[src/hdl/tenyrPkg.sv]
package tenyrPkg;

    typedef logic [31:0] wordT;
    typedef logic [3:0]  regIdxT;

    localparam regIdxT REG_ZERO = 4'd0;  // Always reads zero
    localparam regIdxT REG_PC   = 4'd15; // Reads as pc plus 1

    localparam wordT DEFAULT_RESET_VECTOR = 32'h0000_0000;

    // ALU operation codes in their ISA encoding
    typedef enum logic [3:0] {
        aluOr     = 4'h0,
        aluAnd    = 4'h1,
        aluAdd    = 4'h2,
        aluMul    = 4'h3,
        aluRsvd0  = 4'h4,
        aluShl    = 4'h5,
        aluCmpLt  = 4'h6,
        aluCmpEq  = 4'h7,
        aluCmpGt  = 4'h8,
        aluAndNot = 4'h9,
        aluXor    = 4'hA,
        aluSub    = 4'hB,
        aluXnor   = 4'hC,
        aluShr    = 4'hD,
        aluCmpNe  = 4'hE,
        aluRsvd1  = 4'hF
    } aluOpE;

    typedef struct packed {
        logic        guard;    // Set only in the illegal word
        logic        insnType; // Immediate in right position when set
        logic        storing;
        logic        derefRhs;
        regIdxT      z;
        regIdxT      x;
        regIdxT      y;
        aluOpE       op;
        logic [11:0] imm;
    } insnT;

    typedef struct packed {
        logic        valid;
        logic [31:0] addr;
        wordT        data;
    } storeEvtT;

endpackage

[src/hdl/coreSeq.sv]
`timescale 1ns/1ps

module coreSeq #(
    parameter int             ADDR_W       = 8,
    parameter tenyrPkg::wordT RESET_VECTOR = tenyrPkg::DEFAULT_RESET_VECTOR
) (
    input  logic              clk,
    input  logic              reset_n,
    input  logic              run,
    output logic [ADDR_W-1:0] pc,
    input  tenyrPkg::insnT    insn,
    output logic [ADDR_W-1:0] dAddr,
    output logic              dWrite,
    output tenyrPkg::wordT    dOut,
    input  tenyrPkg::wordT    dIn,
    output logic              halt
);

    import tenyrPkg::*;

    regIdxT     idxZ, idxX, idxY;
    aluOpE      op;
    wordT       imm, valZ, valX, valY, rhs;
    wordT       opRight, addend, wbVal, addrWord, nextPc;
    logic       immRight, storing, derefRhs, branch, illegal;
    logic [1:0] cycRing;  // 01 execute, 10 commit, 00 idle
    logic       execPhase, commitPhase, stopNow;
    logic       haltQ;

    assign execPhase   = run && cycRing[0];
    assign commitPhase = run && cycRing[1];
    assign stopNow     = haltQ || (execPhase && illegal);

    always_ff @(posedge clk) begin
        if (!reset_n) begin
            pc      <= RESET_VECTOR[ADDR_W-1:0];
            haltQ   <= 1'b0;
            cycRing <= 2'b00;  // Start delay before first execute
        end else if (run) begin
            haltQ   <= stopNow;
            cycRing <= stopNow ? 2'b00 : (cycRing[0] ? 2'b10 : 2'b01);
            if (commitPhase) begin
                pc <= branch ? wbVal[ADDR_W-1:0] : nextPc[ADDR_W-1:0];
            end
        end
    end

    assign halt   = haltQ;
    assign nextPc = 32'(pc) + 32'd1;

    insnDecode uDecode (
        .insn     (insn),
        .idxZ     (idxZ),
        .idxX     (idxX),
        .idxY     (idxY),
        .op       (op),
        .imm      (imm),
        .immRight (immRight),
        .storing  (storing),
        .derefRhs (derefRhs),
        .branch   (branch),
        .illegal  (illegal)
    );

    // Immediate and register Y swap between right operand and addend
    assign opRight = immRight ? imm  : valY;
    assign addend  = immRight ? valY : imm;

    execUnit uExec (
        .clk    (clk),
        .en     (execPhase),
        .op     (op),
        .opX    (valX),
        .opY    (opRight),
        .addend (addend),
        .rhs    (rhs)
    );

    assign wbVal    = derefRhs ? dIn  : rhs;   // Load or computed value
    assign addrWord = derefRhs ? rhs  : valZ;
    assign dAddr    = addrWord[ADDR_W-1:0];
    assign dOut     = derefRhs ? valZ : rhs;
    assign dWrite   = commitPhase && storing;

    regFile uRegs (
        .clk    (clk),
        .we     (commitPhase && !storing),
        .idxZ   (idxZ),
        .idxX   (idxX),
        .idxY   (idxY),
        .writeZ (wbVal),
        .nextPc (nextPc),
        .valZ   (valZ),
        .valX   (valX),
        .valY   (valY)
    );

endmodule

[src/hdl/execUnit.sv]
`timescale 1ns/1ps

module execUnit (
    input  logic            clk,
    input  logic            en,
    input  tenyrPkg::aluOpE op,
    input  tenyrPkg::wordT  opX,
    input  tenyrPkg::wordT  opY,
    input  tenyrPkg::wordT  addend,
    output tenyrPkg::wordT  rhs
);

    import tenyrPkg::*;

    logic signed [31:0] sX;
    logic signed [31:0] sY;
    wordT               result;

    assign sX = signed'(opX);
    assign sY = signed'(opY);

    always_comb begin
        case (op)
            aluOr:     result = opX | opY;
            aluAnd:    result = opX & opY;
            aluAdd:    result = opX + opY;
            aluMul:    result = opX * opY;            // Low word only
            aluShl:    result = opX << opY[4:0];
            aluCmpLt:  result = {32{sX < sY}};        // True is all ones
            aluCmpEq:  result = {32{sX == sY}};
            aluCmpGt:  result = {32{sX > sY}};
            aluAndNot: result = opX & ~opY;
            aluXor:    result = opX ^ opY;
            aluSub:    result = opX - opY;
            aluXnor:   result = opX ^~ opY;
            aluShr:    result = opX >> opY[4:0];      // Logical shift
            aluCmpNe:  result = {32{sX != sY}};
            default:   result = '0;                   // Reserved codes
        endcase
    end

    always_ff @(posedge clk) begin
        if (en) begin
            rhs <= result + addend;
        end
    end

endmodule

[src/hdl/insnDecode.sv]
`timescale 1ns/1ps

module insnDecode (
    input  tenyrPkg::insnT   insn,
    output tenyrPkg::regIdxT idxZ,
    output tenyrPkg::regIdxT idxX,
    output tenyrPkg::regIdxT idxY,
    output tenyrPkg::aluOpE  op,
    output tenyrPkg::wordT   imm,
    output logic             immRight,
    output logic             storing,
    output logic             derefRhs,
    output logic             branch,
    output logic             illegal
);

    import tenyrPkg::*;

    assign idxZ     = insn.z;
    assign idxX     = insn.x;
    assign idxY     = insn.y;
    assign op       = insn.op;
    assign imm      = {{20{insn.imm[11]}}, insn.imm}; // Sign extend
    assign immRight = insn.insnType;
    assign storing  = insn.storing;
    assign derefRhs = insn.derefRhs;

    assign illegal = &insn;                             // All-ones word
    assign branch  = (insn.z == REG_PC) && !insn.storing; // Store to pc is not a jump

endmodule

[src/hdl/regFile.sv]
`timescale 1ns/1ps

module regFile (
    input  logic             clk,
    input  logic             we,
    input  tenyrPkg::regIdxT idxZ,
    input  tenyrPkg::regIdxT idxX,
    input  tenyrPkg::regIdxT idxY,
    input  tenyrPkg::wordT   writeZ,
    input  tenyrPkg::wordT   nextPc,
    output tenyrPkg::wordT   valZ,
    output tenyrPkg::wordT   valX,
    output tenyrPkg::wordT   valY
);

    import tenyrPkg::*;

    wordT regs [1:14]; // Only the general registers are stored

    function automatic wordT readPort(regIdxT idx, wordT pcPlusOne);
        wordT val;
        if (idx == REG_ZERO) begin
            val = '0;
        end else if (idx == REG_PC) begin
            val = pcPlusOne;
        end else begin
            val = regs[idx];
        end
        return val;
    endfunction

    assign valZ = readPort(idxZ, nextPc);
    assign valX = readPort(idxX, nextPc);
    assign valY = readPort(idxY, nextPc);

    always_ff @(posedge clk) begin
        if (we && idxZ != REG_ZERO && idxZ != REG_PC) begin
            regs[idxZ] <= writeZ;
        end
    end

endmodule

[config.mk]
export PLATFORM = sky130hd
export DESIGN_NAME = coreSeq
export DESIGN_NICKNAME = d
export VERILOG_FILES = /design/src/hdl/tenyrPkg.sv /design/src/hdl/coreSeq.sv /design/src/hdl/execUnit.sv /design/src/hdl/insnDecode.sv /design/src/hdl/regFile.sv
export SDC_FILE = /design/constraint.sdc
export NUM_CORES = 2
export LEC_CHECK = 0
export BUFFER_PORTS_ARGS = -buffer_cell sky130_fd_sc_hd__buf_2
export CORE_UTILIZATION = 43
export CTS_BUF_LIST = sky130_fd_sc_hd__clkbuf_2
export DETAILED_ROUTE_END_ITERATION = 7
export HOLD_SLACK_MARGIN = 0.1
export SLEW_MARGIN = 20
export SYNTH_ARGS = -nofsm -noshare
export SYNTH_HDL_FRONTEND = slang
export SYNTH_SLANG_ARGS = --single-unit
[constraint.sdc]
create_clock -name clk -period 15.2 [get_ports clk]
set_clock_uncertainty 0.1 [all_clocks]
set_input_delay 2.28 -clock clk [delete_from_list [all_inputs] [get_ports clk]]
set_output_delay 2.28 -clock clk [all_outputs]
set_load 0.05 [all_outputs]
# Word-level counts from Yosys, hierarchy flattened
# Memories as Yosys holds them, arrays and structs flattened.
# Index checks and enable logic that the tools add are counted.
[classes] eq_ne=19 order_cmp=2 n_bitwise=6 n_mul=1 add_sub_neg=4 muxes=17 shifts=2 reduce_logical=17
[op_table] cell="$pmux 32 s14" count=1
[op_table] cell="$mux 32" count=10
[op_table] cell="$add 32x32->32" count=2
[op_table] cell="$and 32x32->32" count=2
[op_table] cell="$eq 4x4->1 const B" count=10
[op_table] cell="$eq 32x32->1" count=1
[op_table] cell="$gt 32x32->1" count=1
[op_table] cell="$lt 32x32->1" count=1
[op_table] cell="$mul 32x32->32" count=1
[op_table] cell="$ne 32x32->1" count=1
[op_table] cell="$not 32->32" count=1
[op_table] cell="$or 32x32->32" count=1
[op_table] cell="$reduce_and 32->1" count=1
[op_table] cell="$shl 32x5->32" count=1
[op_table] cell="$shr 32x5->32" count=1
[op_table] cell="$sub 32x32->32" count=1
[op_table] cell="$xnor 32x32->32" count=1
[op_table] cell="$xor 32x32->32" count=1
[op_table] cell="$logic_not 4->1" count=4
[op_table] cell="$mux 8" count=2
[op_table] cell="$eq 4x3->1 const B" count=3
[op_table] cell="$add 8x1->9 const B" count=1
[op_table] cell="$eq 4x2->1 const B" count=2
[op_table] cell="$logic_and 1x1->1" count=8
[op_table] cell="8 further kinds" count=10
[word_totals] n_memories=1 mem_bits_rw=448 register_bits=43 out_inout_bits=50 input_bits=67
[mem_list] name="uRegs.regs" words=14 width=32 rd=3 rd_ports_with_merged_regs=0 wr=1 line_no="regFile.sv:18" source="wordT regs [1:14];"

# Longest topological paths before layout
[logic_depth] ltp_word=8 ltp_mapped=57 depth_no_buf=45

# Cells and area by module
# Synthesis repeated with hierarchy kept, for this count alone.
[hier_totals] cells_unflattened=5895 hier_area_um2=54531.0
[modules_own_cells] module="regFile" instances=1 area_per_inst_um2=25979.9 cells_each=2195 seq_area_each_um2=13452.9
[modules_own_cells] module="execUnit" instances=1 area_per_inst_um2=25761.0 cells_each=3316 seq_area_each_um2=960.9
[modules_own_cells] module="coreSeq" instances=1 area_per_inst_um2=2334.7 cells_each=321 seq_area_each_um2=220.2
[modules_own_cells] module="insnDecode" instances=1 area_per_inst_um2=455.4 cells_each=63 seq_area_each_um2=0.0

# Worst setup path before layout
# Ideal clock, no wire load.
[synth_timing] path_type="input port to flip-flop" start="input port insn[16] (netlist name)" end="register uExec.rhs[31] (data pin)" t_arrival_ns=13.832 path_slack_ns=1.000 path_stages=57 setup_ns=0.268 path_cell_list="buf_6 -> buf_12 -> buf_8 -> buf_8 -> buf_12 -> buf_12 -> buf_8 -> buf_6 -> mux2_1 -> a221oi_1 -> a21oi_1 -> nand2_1 -> nand2_1 -> buf_2 -> inv_2 -> buf_2 -> buf_2 -> buf_2 -> [... 21 more ...] -> xnor2_1 -> o221ai_1 -> nor4_1 -> nand3_1 -> ha_1 -> nand3_1 -> o22ai_1 -> or4_1 -> a21oi_1 -> nor2_1 -> a21o_1 -> a21oi_1 -> nor3_1 -> o2111ai_1 -> a31oi_1 -> a21o_1 -> a21oi_1 -> xnor3_1"
[synth_via] elab_chain_cells=8 elab_cells_between_ends=24
[synth_lines] item="start: declaration" line_no="coreSeq.sv:11" source="input tenyrPkg::insnT insn,"
[synth_lines] item="$mem_v2 14x32 / $eq 4x4->1 (equally long branches)"
[synth_lines] item="$mux 32" line_no="regFile.sv:24" source="end else if (idx == REG_PC) begin"
[synth_lines] item="$mux 32 (*)" line_no="regFile.sv:22" source="if (idx == REG_ZERO) begin"
[synth_lines] item="parallel branches: the longest is 4 deep, another holds $mul 32x32->32"
[synth_lines] item="$add 32x32->32 (*)" line_no="execUnit.sv:44" source="rhs <= result + addend;"
[synth_lines] item="end signal: assignment" line_no="execUnit.sv:44"
[synth_lines] item="end: declaration" line_no="execUnit.sv:10" source="output tenyrPkg::wordT rhs"
# Mark *: on every way between the ends.
# A chain may end at the register's enable or synchronous reset.

# Worst setup path after layout
[layout_timing] start="input port insn[20] (netlist name)" end="register uExec.rhs[31] (data pin)"
[layout_via] elab_chain_cells=6 elab_cells_between_ends=21
[layout_lines] item="$mem_v2 14x32 / $eq 4x4->1 (equally long branches)"
[layout_lines] item="$mux 32" line_no="regFile.sv:24"
[layout_lines] item="$mux 32 (*)" line_no="regFile.sv:22"
[layout_lines] item="$mul 32x32->32 (tied with other cells)" line_no="execUnit.sv:27" source="aluMul: result = opX * opY;"
[layout_lines] item="$pmux 32 s14 (*)" line_no="execUnit.sv:23" source="case (op)"
[layout_lines] item="$add 32x32->32 (*)" line_no="execUnit.sv:44"
# Every way passes the cells marked *; elsewhere a longest branch is shown, timed or not.

==> out/metrics.cfg <==
[outcome]
status=completed

[sta]
slew_viol_final=0
fin_crit_sh=0.878
fin_crit_ns=13.34
holdWs_ns=0.465
setup_violations=0
hold_viol_final=0
slew_headroom=0.293
rsz0062_at_grt=no
tns_ns=0
fmax_ghz=0.0750
tightest_slew_ns=1.06

[worst_setup_path]
cp.required_ns=16.16
worst_path_most_repeated_cell=fa_1
cp_slowest_cell=and2_1
end_kind=flip-flop
path_class=in2reg
critical-path-max-stage-delay_ns=0.79
r2r_cells=44
cp.arrival_ns=14.30
r2r_setup_slack_ns=2.84
start_kind=input pin
cp_max_fo=51

[clocking]
cts_resized=0
cts_hold_buf=0
clk_latency_ns=1.27
ctsLongestPathBuffers=3
cts_tree=done
clk_pin_slew_worst_paths_ns=0.12
htreeDepth=3
root_buffer=clkbuf_2
postCtsSetupBuffers=0
cts_buffers=110
cts.sinks=491

[route]
wl_per_cell_um=30.2
drt-total-wl_um=218000
drc=0
antenna_left=0
viasPerCell=6.35
vias=45826
detailedRoute.firstIterationViolations=5678
dr.pass1.iters=5

[cells_and_area]
drive_above_1_share=0.150
fin_nets=6231
post-route-util=0.462
nFillCells=11805
syn_to_final_growth_pct=6.51

[die]
rows=129
coreArea_sq_um=124000
start_util=0.434
die_y_um=355
ioPinCount=117
die_area_sq_um=126000
die_w_um=355

[min_path]
hold_class=reg2reg
hold_depth=2

[grt]
grt_max_degree=72
grt_overflow=0
grt_usage=0.339
grt_pass1_wl_um=312000
antenna_found_initial=6
grt_pass1_vias=45350

[placement]
hpwlAfterDp_um=158000
numPortBuffers=116
gp_congestion=1.03

[synth]
synth_edf_count=480
synth-compound-area-share=0.137
synthCells=5473
synth_area_sq_um=53700
ys_ff_latch=491
avgSynthCellArea_sq_um=9.82
synthMuxAreaShare=0.154
synthXorXnorAreaFrac=0.0277
ys_seq_area_frac=0.272
synth-simple-area-share=0.120
synth-main-ff-cell=edfxtp_1
synth_nets=6202
synth_cell_types=116
synth_warnings=0
ys_async_sr_fraction=0
synth_top_family_by_area=adder cells
synthAdderAreaFrac=0.212

[run]
max-cap-violations=0

-- state kept, by name, summed over array words and instances, names as in the netlist --
register and count:
cycRing 2, halt 1, uRegs.regs 448, uExec.rhs 32, pc 8
-- kinds of logic (layout without fill, tap and decap cells) --
family | Yosys count | in the layout
buf+inv | 962 | 1062
flops | 491 | 491
compound gates | 1100 | 1100
simple gates | 1515 | 1515
fa+ha+maj | 662 | 662
other cells | 0 | 3
xor+xnor | 156 | 156
mux | 587 | 587
-- critical path, delay by kind of cell --
family | cells | cell delay (ns)
buffers and inverters | 6 | 1.73
muxes | 2 | 0.63
adders and majority gates | 10 | 4.51
xor gates and xnor gates | 2 | 0.78
AOI/OAI and AO/OA | 8 | 2.39
and+or+nand+nor | 7 | 1.82
-- layer usage --
metal	vias to the layer above	wire length, um	GRT usage
met1	22974	82600	0.436
met2	2863	99700	0.537
met3	604	21700	0.0627
met5	-	24	0
li1	19381	-	-
met4	4	13500	0.190
-- cell usage in the layout, fill, tap and decap left out, types with 49 or more instances in the layout --
master	n
mux2i_1	291
nor2_1	526
mux4_2	179
fa_1	411
inv_1	548
ha_1	251
xnor2_1	104
edfxtp_1	480
o22ai_1	54
a21oi_1	250
nor3_1	52
a21o_1	54
a211oi_1	74
buf_2	110
nand2_1	644
buf_4	185
o21ai_0	216
mux2_2	71
clkbuf_2	141
o221ai_1	49
nand3_1	73
-- area by class of cell --
class | instances | area (sq um) | area share
clock buffer | 141 | 706 | 0.0123
inverter | 573 | 2160 | 0.0377
timing repair buffer | 306 | 2110 | 0.0369
multi-input combinational | 4020 | 35200 | 0.615
antenna | 3 | 7.51 | 0.000131
sequential | 491 | 14600 | 0.256
tap | 1637 | 2050 | 0.0358
clock inverter | 42 | 355 | 0.00621
-- path summary, 6_finish.rpt --
path | end | from
min reg2reg | pc[1] | pc[1]
max reg2reg | uExec.rhs[31] | pc[0]
min | pc[1] | pc[1]
max | uExec.rhs[31] | insn[20]
-- synth_stat cells (all sizes together), types with 38 or more instances --
cell type	number	area share
a21oi	250	0.023
nand3	75	0.0072
a211oi	81	0.012
inv	565	0.040
xor2	43	0.0071
o221ai	51	0.0083
nand2	652	0.046
o211ai	38	0.0053
mux2	115	0.024
ha	251	0.058
nor2	546	0.038
mux2i	292	0.054
xnor2	106	0.018
o22ai	58	0.0070
fa	411	0.15
edfxtp	480	0.27
buf	167	0.020
clkbuf	222	0.016
o21ai	256	0.024
nor3	61	0.0059
mux4	180	0.076
a21o	56	0.0079
-- metrics by stage --
step | std cells | area, sq um | worst slack [ns]
after floorplan | 5473 | 53700 | 1.00
after CTS | 7210 | 57200 | 2.16
after global placement | 7027 | 56200 | 0.816
after global routing | 7212 | 57200 | 1.51
after detailed placement | 7027 | 56200 | 0.791
final | 7213 | 57200 | 1.86
Power is left out: the tool's default activity adds up to more than one toggle a clock period on the data nets, which glitch-free logic cannot reach.
